[config.mk]
export PLATFORM = sky130hd
export DESIGN_NAME = udp_ipv4_tx_top
export DESIGN_NICKNAME = d
export VERILOG_FILES = /design/src/logic/udp_tx_pkg.sv /design/src/logic/byte_strm_if.sv /design/src/logic/hdr_serializer.sv /design/src/logic/udp_tx.sv /design/src/logic/ipv4_hdr_gen.sv /design/src/logic/ipv4_tx.sv /design/src/logic/udp_ipv4_tx_top.sv
export SDC_FILE = /design/constraint.sdc
export NUM_CORES = 1
export LEC_CHECK = 0
export BUFFER_PORTS_ARGS = -buffer_cell sky130_fd_sc_hd__buf_2
export CAP_MARGIN = 15
export CORE_MARGIN = 2
export CORE_UTILIZATION = 45
export CTS_CLUSTER_SIZE = 8
export DETAILED_ROUTE_END_ITERATION = 6
export GPL_TIMING_DRIVEN = 0
export PLACE_DENSITY = 0.62
export SLEW_MARGIN = 15
export SYNTH_ARGS = -nofsm -noshare
export SYNTH_HDL_FRONTEND = slang
export SYNTH_SLANG_ARGS = --single-unit
export TNS_END_PERCENT = 100
[constraint.sdc]
create_clock -name clk -period 11.5 [get_ports clk]
set_input_delay 2.3 -clock clk [delete_from_list [all_inputs] [get_ports clk]]
set_output_delay 2.3 -clock clk [all_outputs]
set_load 0.02 [all_outputs]
[src/logic/udp_tx_pkg.sv]
`default_nettype none

package udp_tx_pkg;

  //////////////////////////////////////////////////////////////////////
  // lengths and fixed field values
  //////////////////////////////////////////////////////////////////////

  localparam logic [15:0] udp_hdr_len    = 16'd8;
  localparam logic [15:0] ipv4_hdr_len   = 16'd20;
  localparam logic [3:0]  ipv4_ver       = 4'd4;
  localparam logic [3:0]  ipv4_ihl       = 4'd5;
  localparam logic [7:0]  ipv4_ttl       = 8'd128;
  localparam logic [7:0]  ipv4_proto_udp = 8'd17;

  // 16-bit words covered by the header checksum
  localparam int          hdr_words      = 10;

  // keeps the datagram inside a 1500 byte IP packet
  localparam logic [15:0] max_pld_len    = 16'd1472;

  //////////////////////////////////////////////////////////////////////
  // header layouts, first byte on the wire is the msb
  //////////////////////////////////////////////////////////////////////

  typedef logic [3:0][7:0] ipv4_addr_t;

  typedef struct packed {
    logic [15:0] src_port;
    logic [15:0] dst_port;
    logic [15:0] length;
    logic [15:0] chksum;
  } udp_hdr_t;

  typedef struct packed {
    logic [3:0]  ver;
    logic [3:0]  ihl;
    logic [7:0]  qos;
    logic [15:0] length;
    logic [15:0] id;
    logic [15:0] flags_fo;
    logic [7:0]  ttl;
    logic [7:0]  proto;
    logic [15:0] chksum;
    ipv4_addr_t  src_ip;
    ipv4_addr_t  dst_ip;
  } ipv4_hdr_t;

  // empty payloads and oversize datagrams are refused at start
  function automatic logic pld_len_ok(input logic [15:0] len);
    return (len != 16'd0) && (len <= max_pld_len);
  endfunction

endpackage : udp_tx_pkg

`default_nettype wire

[src/logic/byte_strm_if.sv]
`default_nettype none

interface byte_strm_if;

  logic [7:0] dat;
  logic       val;
  logic       sof;
  logic       eof;

  // producer side
  modport src (
    output dat,
    output val,
    output sof,
    output eof
  );

  // consumer side
  modport snk (
    input dat,
    input val,
    input sof,
    input eof
  );

endinterface : byte_strm_if

`default_nettype wire

[src/logic/hdr_serializer.sv]
`default_nettype none

module hdr_serializer #(
  parameter type hdr_t = logic [7:0]
) (
  input  logic       clk,
  input  logic       fsm_rst,
  input  logic       load,
  input  hdr_t       hdr,
  input  logic       shift,
  output logic [7:0] dat
);

  logic [$bits(hdr_t)-1:0] sr;

  // load wins over shift, zeros fill in from the bottom
  always_ff @(posedge clk) begin
    if (fsm_rst) begin
      sr <= '0;
    end
    else if (load) begin
      sr <= hdr;
    end
    else if (shift) begin
      sr <= {sr[$bits(hdr_t)-9:0], 8'h00};
    end
  end

  // leading byte always visible
  assign dat = sr[$bits(hdr_t)-1 -: 8];

endmodule : hdr_serializer

`default_nettype wire

[src/logic/udp_tx.sv]
`default_nettype none

module udp_tx
  import udp_tx_pkg::*;
(
  input  logic        clk,
  input  logic        fsm_rst,
  input  logic        start,
  input  logic [15:0] src_port,
  input  logic [15:0] dst_port,
  input  logic [15:0] pld_len,
  input  logic [7:0]  pld_dat,
  input  logic        udp_go,
  output logic        busy,
  output logic        udp_rdy,
  output logic        pld_req,
  byte_strm_if.src    strm
);

  logic        accept;
  logic        clr;
  logic        hdr_done;
  logic [15:0] byte_cnt;
  logic [15:0] req_cnt;
  logic [15:0] pld_len_q;
  logic [15:0] udp_len_q;
  logic [7:0]  pld_q;
  logic [7:0]  hdr_dat;
  udp_hdr_t    udp_hdr;

  assign accept = start && !busy && pld_len_ok(pld_len);

  // frame end clears everything, as a reset would
  assign clr = fsm_rst || strm.eof;

  assign udp_hdr.src_port = src_port;
  assign udp_hdr.dst_port = dst_port;
  assign udp_hdr.length   = pld_len + udp_hdr_len;
  assign udp_hdr.chksum   = 16'h0000;

  hdr_serializer #(
    .hdr_t (udp_hdr_t)
  ) u_hdr_ser (
    .clk     (clk),
    .fsm_rst (fsm_rst),
    .load    (accept),
    .hdr     (udp_hdr),
    .shift   (strm.val && !hdr_done),
    .dat     (hdr_dat)
  );

  always_ff @(posedge clk) begin
    if (clr) begin
      busy     <= 1'b0;
      udp_rdy  <= 1'b0;
      pld_req  <= 1'b0;
      strm.val <= 1'b0;
      hdr_done <= 1'b0;
      byte_cnt <= '0;
      req_cnt  <= '0;
    end
    else begin
      if (accept) busy <= 1'b1;
      if (busy) udp_rdy <= 1'b1;
      if (udp_go) strm.val <= 1'b1;
      if (strm.val) byte_cnt <= byte_cnt + 16'd1;
      // request one cycle early, payload goes through a register
      if (strm.val && byte_cnt == udp_hdr_len - 16'd2) begin
        pld_req <= 1'b1;
      end
      else if (pld_req && req_cnt == pld_len_q - 16'd1) begin
        pld_req <= 1'b0;
      end
      if (pld_req) req_cnt <= req_cnt + 16'd1;
      if (strm.val && byte_cnt == udp_hdr_len - 16'd1) hdr_done <= 1'b1;
    end
  end

  always_ff @(posedge clk) begin
    pld_q <= pld_dat;
    if (accept) begin
      pld_len_q <= pld_len;
      udp_len_q <= pld_len + udp_hdr_len;
    end
  end

  assign strm.dat = hdr_done ? pld_q : hdr_dat;
  assign strm.sof = strm.val && (byte_cnt == 16'd0);
  assign strm.eof = strm.val && (byte_cnt == udp_len_q - 16'd1);

endmodule : udp_tx

`default_nettype wire

[src/logic/ipv4_hdr_gen.sv]
`default_nettype none

module ipv4_hdr_gen
  import udp_tx_pkg::*;
(
  input  logic        clk,
  input  logic        fsm_rst,
  input  logic        start,
  input  logic        busy,
  input  ipv4_addr_t  src_ip,
  input  ipv4_addr_t  dst_ip,
  input  logic [15:0] ip_id,
  input  logic [15:0] pld_len,
  input  logic        done,
  output logic        hdr_rdy,
  output ipv4_hdr_t   hdr
);

  logic                       accept;
  logic                       clr;
  logic                       run;
  logic [3:0]                 step;
  logic [19:0]                sum;
  logic [hdr_words-1:0][15:0] words;

  assign accept = start && !busy && pld_len_ok(pld_len);
  assign clr    = fsm_rst || done;

  // chksum is still zero while the words are summed
  assign words = hdr;

  //////////////////////////////////////////////////////////////////////
  // step 0..9 sums, 10 folds, 11 complements
  //////////////////////////////////////////////////////////////////////

  always_ff @(posedge clk) begin
    if (clr) begin
      run     <= 1'b0;
      step    <= '0;
      hdr_rdy <= 1'b0;
    end
    else if (accept) begin
      run  <= 1'b1;
      step <= '0;
    end
    else if (run) begin
      step <= step + 4'd1;
      if (step == 4'(hdr_words + 1)) begin
        run     <= 1'b0;
        hdr_rdy <= 1'b1;
      end
    end
  end

  always_ff @(posedge clk) begin
    if (accept) begin
      hdr.ver      <= ipv4_ver;
      hdr.ihl      <= ipv4_ihl;
      hdr.qos      <= 8'h00;
      hdr.length   <= pld_len + udp_hdr_len + ipv4_hdr_len;
      hdr.id       <= ip_id;
      hdr.flags_fo <= 16'h0000;
      hdr.ttl      <= ipv4_ttl;
      hdr.proto    <= ipv4_proto_udp;
      hdr.chksum   <= 16'h0000;
      hdr.src_ip   <= src_ip;
      hdr.dst_ip   <= dst_ip;
      sum          <= '0;
    end
    else if (run) begin
      if (step < 4'(hdr_words)) begin
        sum <= sum + {4'h0, words[4'(hdr_words - 1) - step]};
      end
      else if (step == 4'(hdr_words)) begin
        sum <= {4'h0, sum[15:0]} + {16'h0000, sum[19:16]};
      end
      else begin
        // last end-around carry is at most one bit
        hdr.chksum <= ~(sum[15:0] + {15'h0000, sum[16]});
      end
    end
  end

endmodule : ipv4_hdr_gen

`default_nettype wire

[src/logic/ipv4_tx.sv]
`default_nettype none

module ipv4_tx
  import udp_tx_pkg::*;
(
  input  logic        clk,
  input  logic        fsm_rst,
  input  logic        udp_rdy,
  input  logic        hdr_rdy,
  input  ipv4_hdr_t   hdr,
  output logic        udp_go,
  output logic [7:0]  out_dat,
  output logic        out_val,
  output logic        out_sof,
  output logic        out_eof,
  byte_strm_if.snk    udp
);

  typedef enum logic [1:0] {
    st_idle,
    st_hdr,
    st_wait,
    st_relay
  } state_t;

  state_t     state;
  logic [4:0] byte_cnt;
  logic       start_frame;
  logic       relay_sel;
  logic       clr;
  logic [7:0] hdr_dat;

  assign start_frame = (state == st_idle) && udp_rdy && hdr_rdy;
  assign clr         = fsm_rst || out_eof;

  hdr_serializer #(
    .hdr_t (ipv4_hdr_t)
  ) u_hdr_ser (
    .clk     (clk),
    .fsm_rst (fsm_rst),
    .load    (start_frame),
    .hdr     (hdr),
    .shift   (state == st_hdr),
    .dat     (hdr_dat)
  );

  always_ff @(posedge clk) begin
    if (clr) begin
      state    <= st_idle;
      byte_cnt <= '0;
      udp_go   <= 1'b0;
    end
    else begin
      // registered, so udp byte 0 lands right after ip byte 19
      udp_go <= (state == st_hdr) && (byte_cnt == 5'(ipv4_hdr_len - 16'd2));
      case (state)
        st_idle: begin
          if (start_frame) begin
            state    <= st_hdr;
            byte_cnt <= '0;
          end
        end
        st_hdr: begin
          byte_cnt <= byte_cnt + 5'd1;
          if (byte_cnt == 5'(ipv4_hdr_len - 16'd1)) state <= st_wait;
        end
        st_wait: begin
          if (udp.sof) state <= st_relay;
        end
        st_relay: begin
          // left on eof through clr
        end
        default: state <= st_idle;
      endcase
    end
  end

  // only the stream belonging to this frame is passed on
  assign relay_sel = (state == st_relay) || ((state == st_wait) && udp.sof);

  assign out_val = (state == st_hdr) || (relay_sel && udp.val);
  assign out_dat = relay_sel ? udp.dat : hdr_dat;
  assign out_sof = (state == st_hdr) && (byte_cnt == 5'd0);
  assign out_eof = relay_sel && udp.eof;

endmodule : ipv4_tx

`default_nettype wire

[src/logic/udp_ipv4_tx_top.sv]
`default_nettype none

module udp_ipv4_tx_top
  import udp_tx_pkg::*;
(
  input  logic        clk,
  input  logic        fsm_rst,
  input  logic        start,
  input  ipv4_addr_t  src_ip,
  input  ipv4_addr_t  dst_ip,
  input  logic [15:0] src_port,
  input  logic [15:0] dst_port,
  input  logic [15:0] ip_id,
  input  logic [15:0] pld_len,
  input  logic [7:0]  pld_dat,
  output logic        busy,
  output logic        pld_req,
  output logic [7:0]  out_dat,
  output logic        out_val,
  output logic        out_sof,
  output logic        out_eof
);

  logic      udp_rdy;
  logic      hdr_rdy;
  logic      udp_go;
  ipv4_hdr_t hdr;

  byte_strm_if u_udp_strm ();

  udp_tx u_udp_tx (
    .clk      (clk),
    .fsm_rst  (fsm_rst),
    .start    (start),
    .src_port (src_port),
    .dst_port (dst_port),
    .pld_len  (pld_len),
    .pld_dat  (pld_dat),
    .udp_go   (udp_go),
    .busy     (busy),
    .udp_rdy  (udp_rdy),
    .pld_req  (pld_req),
    .strm     (u_udp_strm.src)
  );

  // header build runs alongside the udp side
  ipv4_hdr_gen u_ipv4_hdr_gen (
    .clk     (clk),
    .fsm_rst (fsm_rst),
    .start   (start),
    .busy    (busy),
    .src_ip  (src_ip),
    .dst_ip  (dst_ip),
    .ip_id   (ip_id),
    .pld_len (pld_len),
    .done    (out_eof),
    .hdr_rdy (hdr_rdy),
    .hdr     (hdr)
  );

  ipv4_tx u_ipv4_tx (
    .clk     (clk),
    .fsm_rst (fsm_rst),
    .udp_rdy (udp_rdy),
    .hdr_rdy (hdr_rdy),
    .hdr     (hdr),
    .udp_go  (udp_go),
    .out_dat (out_dat),
    .out_val (out_val),
    .out_sof (out_sof),
    .out_eof (out_eof),
    .udp     (u_udp_strm.snk)
  );

endmodule : udp_ipv4_tx_top

`default_nettype wire

==> metrics.md <==
| Metric | Value |
|---|---|
| Status | `complete, no violations` |
| Gp weighted congestion | `0.914` |
| Final Hold Fails | `0` |
| Worst vdd ir | `between 0.1 and 0.15 mV` |
| Avg Cell Area, Syn | `9.67 sq um` |
| Area of the core | `43400 sq um` |
| Crit start category | `flip-flop` |
| Hold_ws | `between 400 and 500 ps` |
| Post-Syn Nets | `~2200` |
| Hold Startpoint | `u_udp_tx.u_hdr_ser.sr[20]$_SDFFE_PP0P_` |
| Die ar. | `roughly 46000 sq um` |
| First-pass GRT wire length | `roughly 92000 um` |
| Layout cell share with drive strength beyond 1 | `0.105` |
| Fin crit period | `slightly above 6000 ps` |
| Gate Count Post-Synth | `~2100` |
| Number of gates resized after CTS | `0` |
| EDFF count, synth | `123` |
| CTS tree | `built` |
| Skew-Pair Late Insertion Delay | `approximately 630 ps` |
| Met1 WL | `about 27000 um` |
| Hold EP | `u_udp_tx.u_hdr_ser.sr[28]$_SDFFE_PP0P_` |
| I/O pins | `~150` |
| Residual DRC count | `0` |
| Setup Buffers After CTS | `0` |
| Grt ovf | `0` |
| Post-DRT Antenna Nets | `0` |
| Wire length on met3 | `3260 um` |
| Synth cell types | `64` |
| Vias in the first global route | `roughly 16000` |
| Peak Freq | `0.164 GHz` |
| CTS Buf Count | `59` |
| Htree depth | `2` |
| Final count of pins violating max slew | `0` |
| Reg2Reg Launch Point | `u_ipv4_hdr_gen.step[1]$_SDFFE_PP0P_` |
| Via count | `16300` |
| Reg-to-reg endpoint | `u_ipv4_hdr_gen.sum[16]$_SDFFE_PP0P_` |
| Initial core utilization | `0.458` |
| R2R setup slack | `roughly 5700 ps` |
| Number of synthesized register bits | `about 430` |
| Dominant synthesized flop cell | `dfxtp_1` |
| RSZ-0062 raised after global routing | `false` |
| Count of input and output buffers | `150` |
| Hold buffer count at cts | `0` |
| Routed length per instance | `roughly 21 um` |
| Row count | `76` |
| Fill cell count | `about 4000` |
| Top layer in use | `met4` |
| Pleak | `approximately 7.9 nW` |
| Largest net degree at the start of global routing | `62` |
| PD cells | `around 150 nW/um^2` |
| ANT cells | `0` |
| GRT Resource Usage Total | `0.256` |
| Area Overhead vs Synth | `16.1%` |
| Worst slew pin tran | `between 1000 and 1500 ps` |
| Setup TNS | `0 ps` |
| Initial antenna violation count | `0` |
| Warnings from Yosys | `0` |
| Die height | `approximately 210 um` |
| Vias per inst | `~5.7` |
| Critical Path Fanout Max | `7` |
| Clk buf depth | `3` |
| Register Area | `approximately 9800 sq um` |
| Final WL | `between 50000 and 60000 um` |
| DR iter-0 viols | `roughly 1400` |
| Required time of the critical path | `about 9200 ps` |
| Final #Nets | `around 2500` |
| Max-cap viol count | `0` |
| Final setup violation count | `0` |
| Slew HR | `0.323` |
| Post-DP HPWL | `44500 um` |
| Start-to-end type of the worst setup path | `reg2out` |
| Synthesized area | `~20000 sq um` |
| CTS Sinks | `426` |
| CTS root buffer | `clkbuf_16` |
| Class of the worst hold path | `reg2reg` |
| Met2 wire length | `approximately 27000 um` |
| Reg2reg path depth | `18` |
| Worst hold path depth | `2` |
| Sequential share of the synthesized area | `0.491` |
| DR pass1 iterations | `5` |
| Worst-path clk slew | `50 ps` |
| Clk_skew | `roughly 24 ps` |
| Die span in x | `about 210 um` |
| Tot Pwr | `between 0.003 and 0.004 W` |
| Fraction of registers with async set/reset | `0` |
| CP arrival | `3810 ps` |
| Crit end category | `output port` |
| Final worst-path cycle share | `0.532` |
| Area of the multi-input gates | `9430 sq um` |
synthesized netlist by cell type, types with 33 or more instances:
library cell    n  area, sq um
a311oi_1       35          307
xnor2_1        62          543
o21ai_0        56          280
a211oi_1      111          833
inv_1          38          143
xor2_1         61          534
dfxtp_1       303         6070
edfxtp_1      123         3690
nor2_1        309         1160
nand3_1        57          285
a21oi_1        96          480
clkbuf_1      106          398
mux2i_1       193         1930
ha_1           42          526
nor3_1         33          165
nand2_1       185          694
worst max-delay path: stages, from the launching register on:
cell	delay [ps]
edfxtp_1	770
inv_1	100
ha_1	250
nand2b_1	190
a2111o_1	490
a2111oi_2	500
nand3_1	120
nor4_1	320
nor2b_1	250
buf_2	200
cell type report:
class | instances | area share
clock buffer | 91 | 0.0692
sequential | 426 | 0.423
buffer | 131 | 0.0227
timing repair buffer | 152 | 0.0349
inverter | 42 | 0.00683
tap | 585 | 0.0317
multi-input combinational | 1456 | 0.409
clock inverter | 4 | 0.00266
worst max path at each step:
stage	start	endpoint
5_1_grt	u_ipv4_hdr_gen.step[1]$_SDFFE_PP0P_	u_ipv4_hdr_gen.sum[18]$_SDFFE_PP0P_
6_report	u_udp_tx.udp_len_q[1]$_DFFE_PP_	out_eof
2_1_floorplan	pld_len[4]	u_ipv4_hdr_gen.hdr[0]$_DFFE_PP_
3_3_place_gp	pld_len[4]	u_ipv4_hdr_gen.hdr[41]$_DFFE_PP_
3_5_place_dp	u_ipv4_hdr_gen.step[1]$_SDFFE_PP0P_	u_ipv4_hdr_gen.sum[16]$_SDFFE_PP0P_
4_1_cts	u_udp_tx.udp_len_q[1]$_DFFE_PP_	out_eof
per-stage QoR:
step	instance area, sq um	cells	util	setup WS (ps)
final	23100	2887	0.532	5390
after global routing	23100	2887	0.532	5190
after CTS	23100	2887	0.532	5370
after detailed placement	21400	2792	0.494	5870
after global placement	21300	2790	0.492	1910
after floorplan	19900	2055	-	4040
logic make-up (layout without fill, tap and decap cells):
| logic type | count (synthesis) | after routing | synth area share |
|---|---|---|---|
| multiplexers | 197 | 197 | 0.102 |
| AND/OR/NAND/NOR | 711 | 711 | 0.159 |
| flip-flops | 426 | 426 | 0.491 |
| XOR/XNOR | 123 | 123 | 0.0542 |
| buffers and inverters | 173 | 420 | 0.0341 |
| adder cells (fa/ha/maj) | 44 | 44 | 0.0285 |
| AO/OA/AOI/OAI | 381 | 381 | 0.131 |
sequential cells by signal, summed over array words and instances (netlist names), 13 cells and up:
register,cells
u_udp_tx.req_cnt,16
u_ipv4_tx.u_hdr_ser.sr,160
u_ipv4_hdr_gen.hdr,110
u_udp_tx.u_hdr_ser.sr,48
u_udp_tx.byte_cnt,16
u_udp_tx.udp_len_q,16
u_udp_tx.pld_len_q,13
u_ipv4_hdr_gen.sum,20
layout by cell type, fill, tap and decap left out, drive strengths merged, types with 35 or more instances in the layout:
master / netlist / routed
a211oi: 111 / 111
a21oi: 96 / 96
a311oi: 35 / 35
buf: 25 / 177
clkbuf: 106 / 197
dfxtp: 303 / 303
edfxtp: 123 / 123
ha: 42 / 42
inv: 38 / 39
mux2i: 193 / 193
nand2: 185 / 185
nand3: 57 / 57
nor2: 309 / 309
o21ai: 57 / 57
xnor2: 62 / 62
xor2: 61 / 61
metal layers:
layer / track usage / vias to the layer above
met5: 0 / -
met4: 0.0924 / 0
met3: 0.0383 / 116
met2: 0.417 / 547
met1: 0.348 / 7846
li1: - / 7819
power by group:
part           switching, W  internal, W
clock              0.000649     0.000941
sequential        0.0000540      0.00159
combinational      0.000168     0.000113
Power figures use the tool's default switching activity.
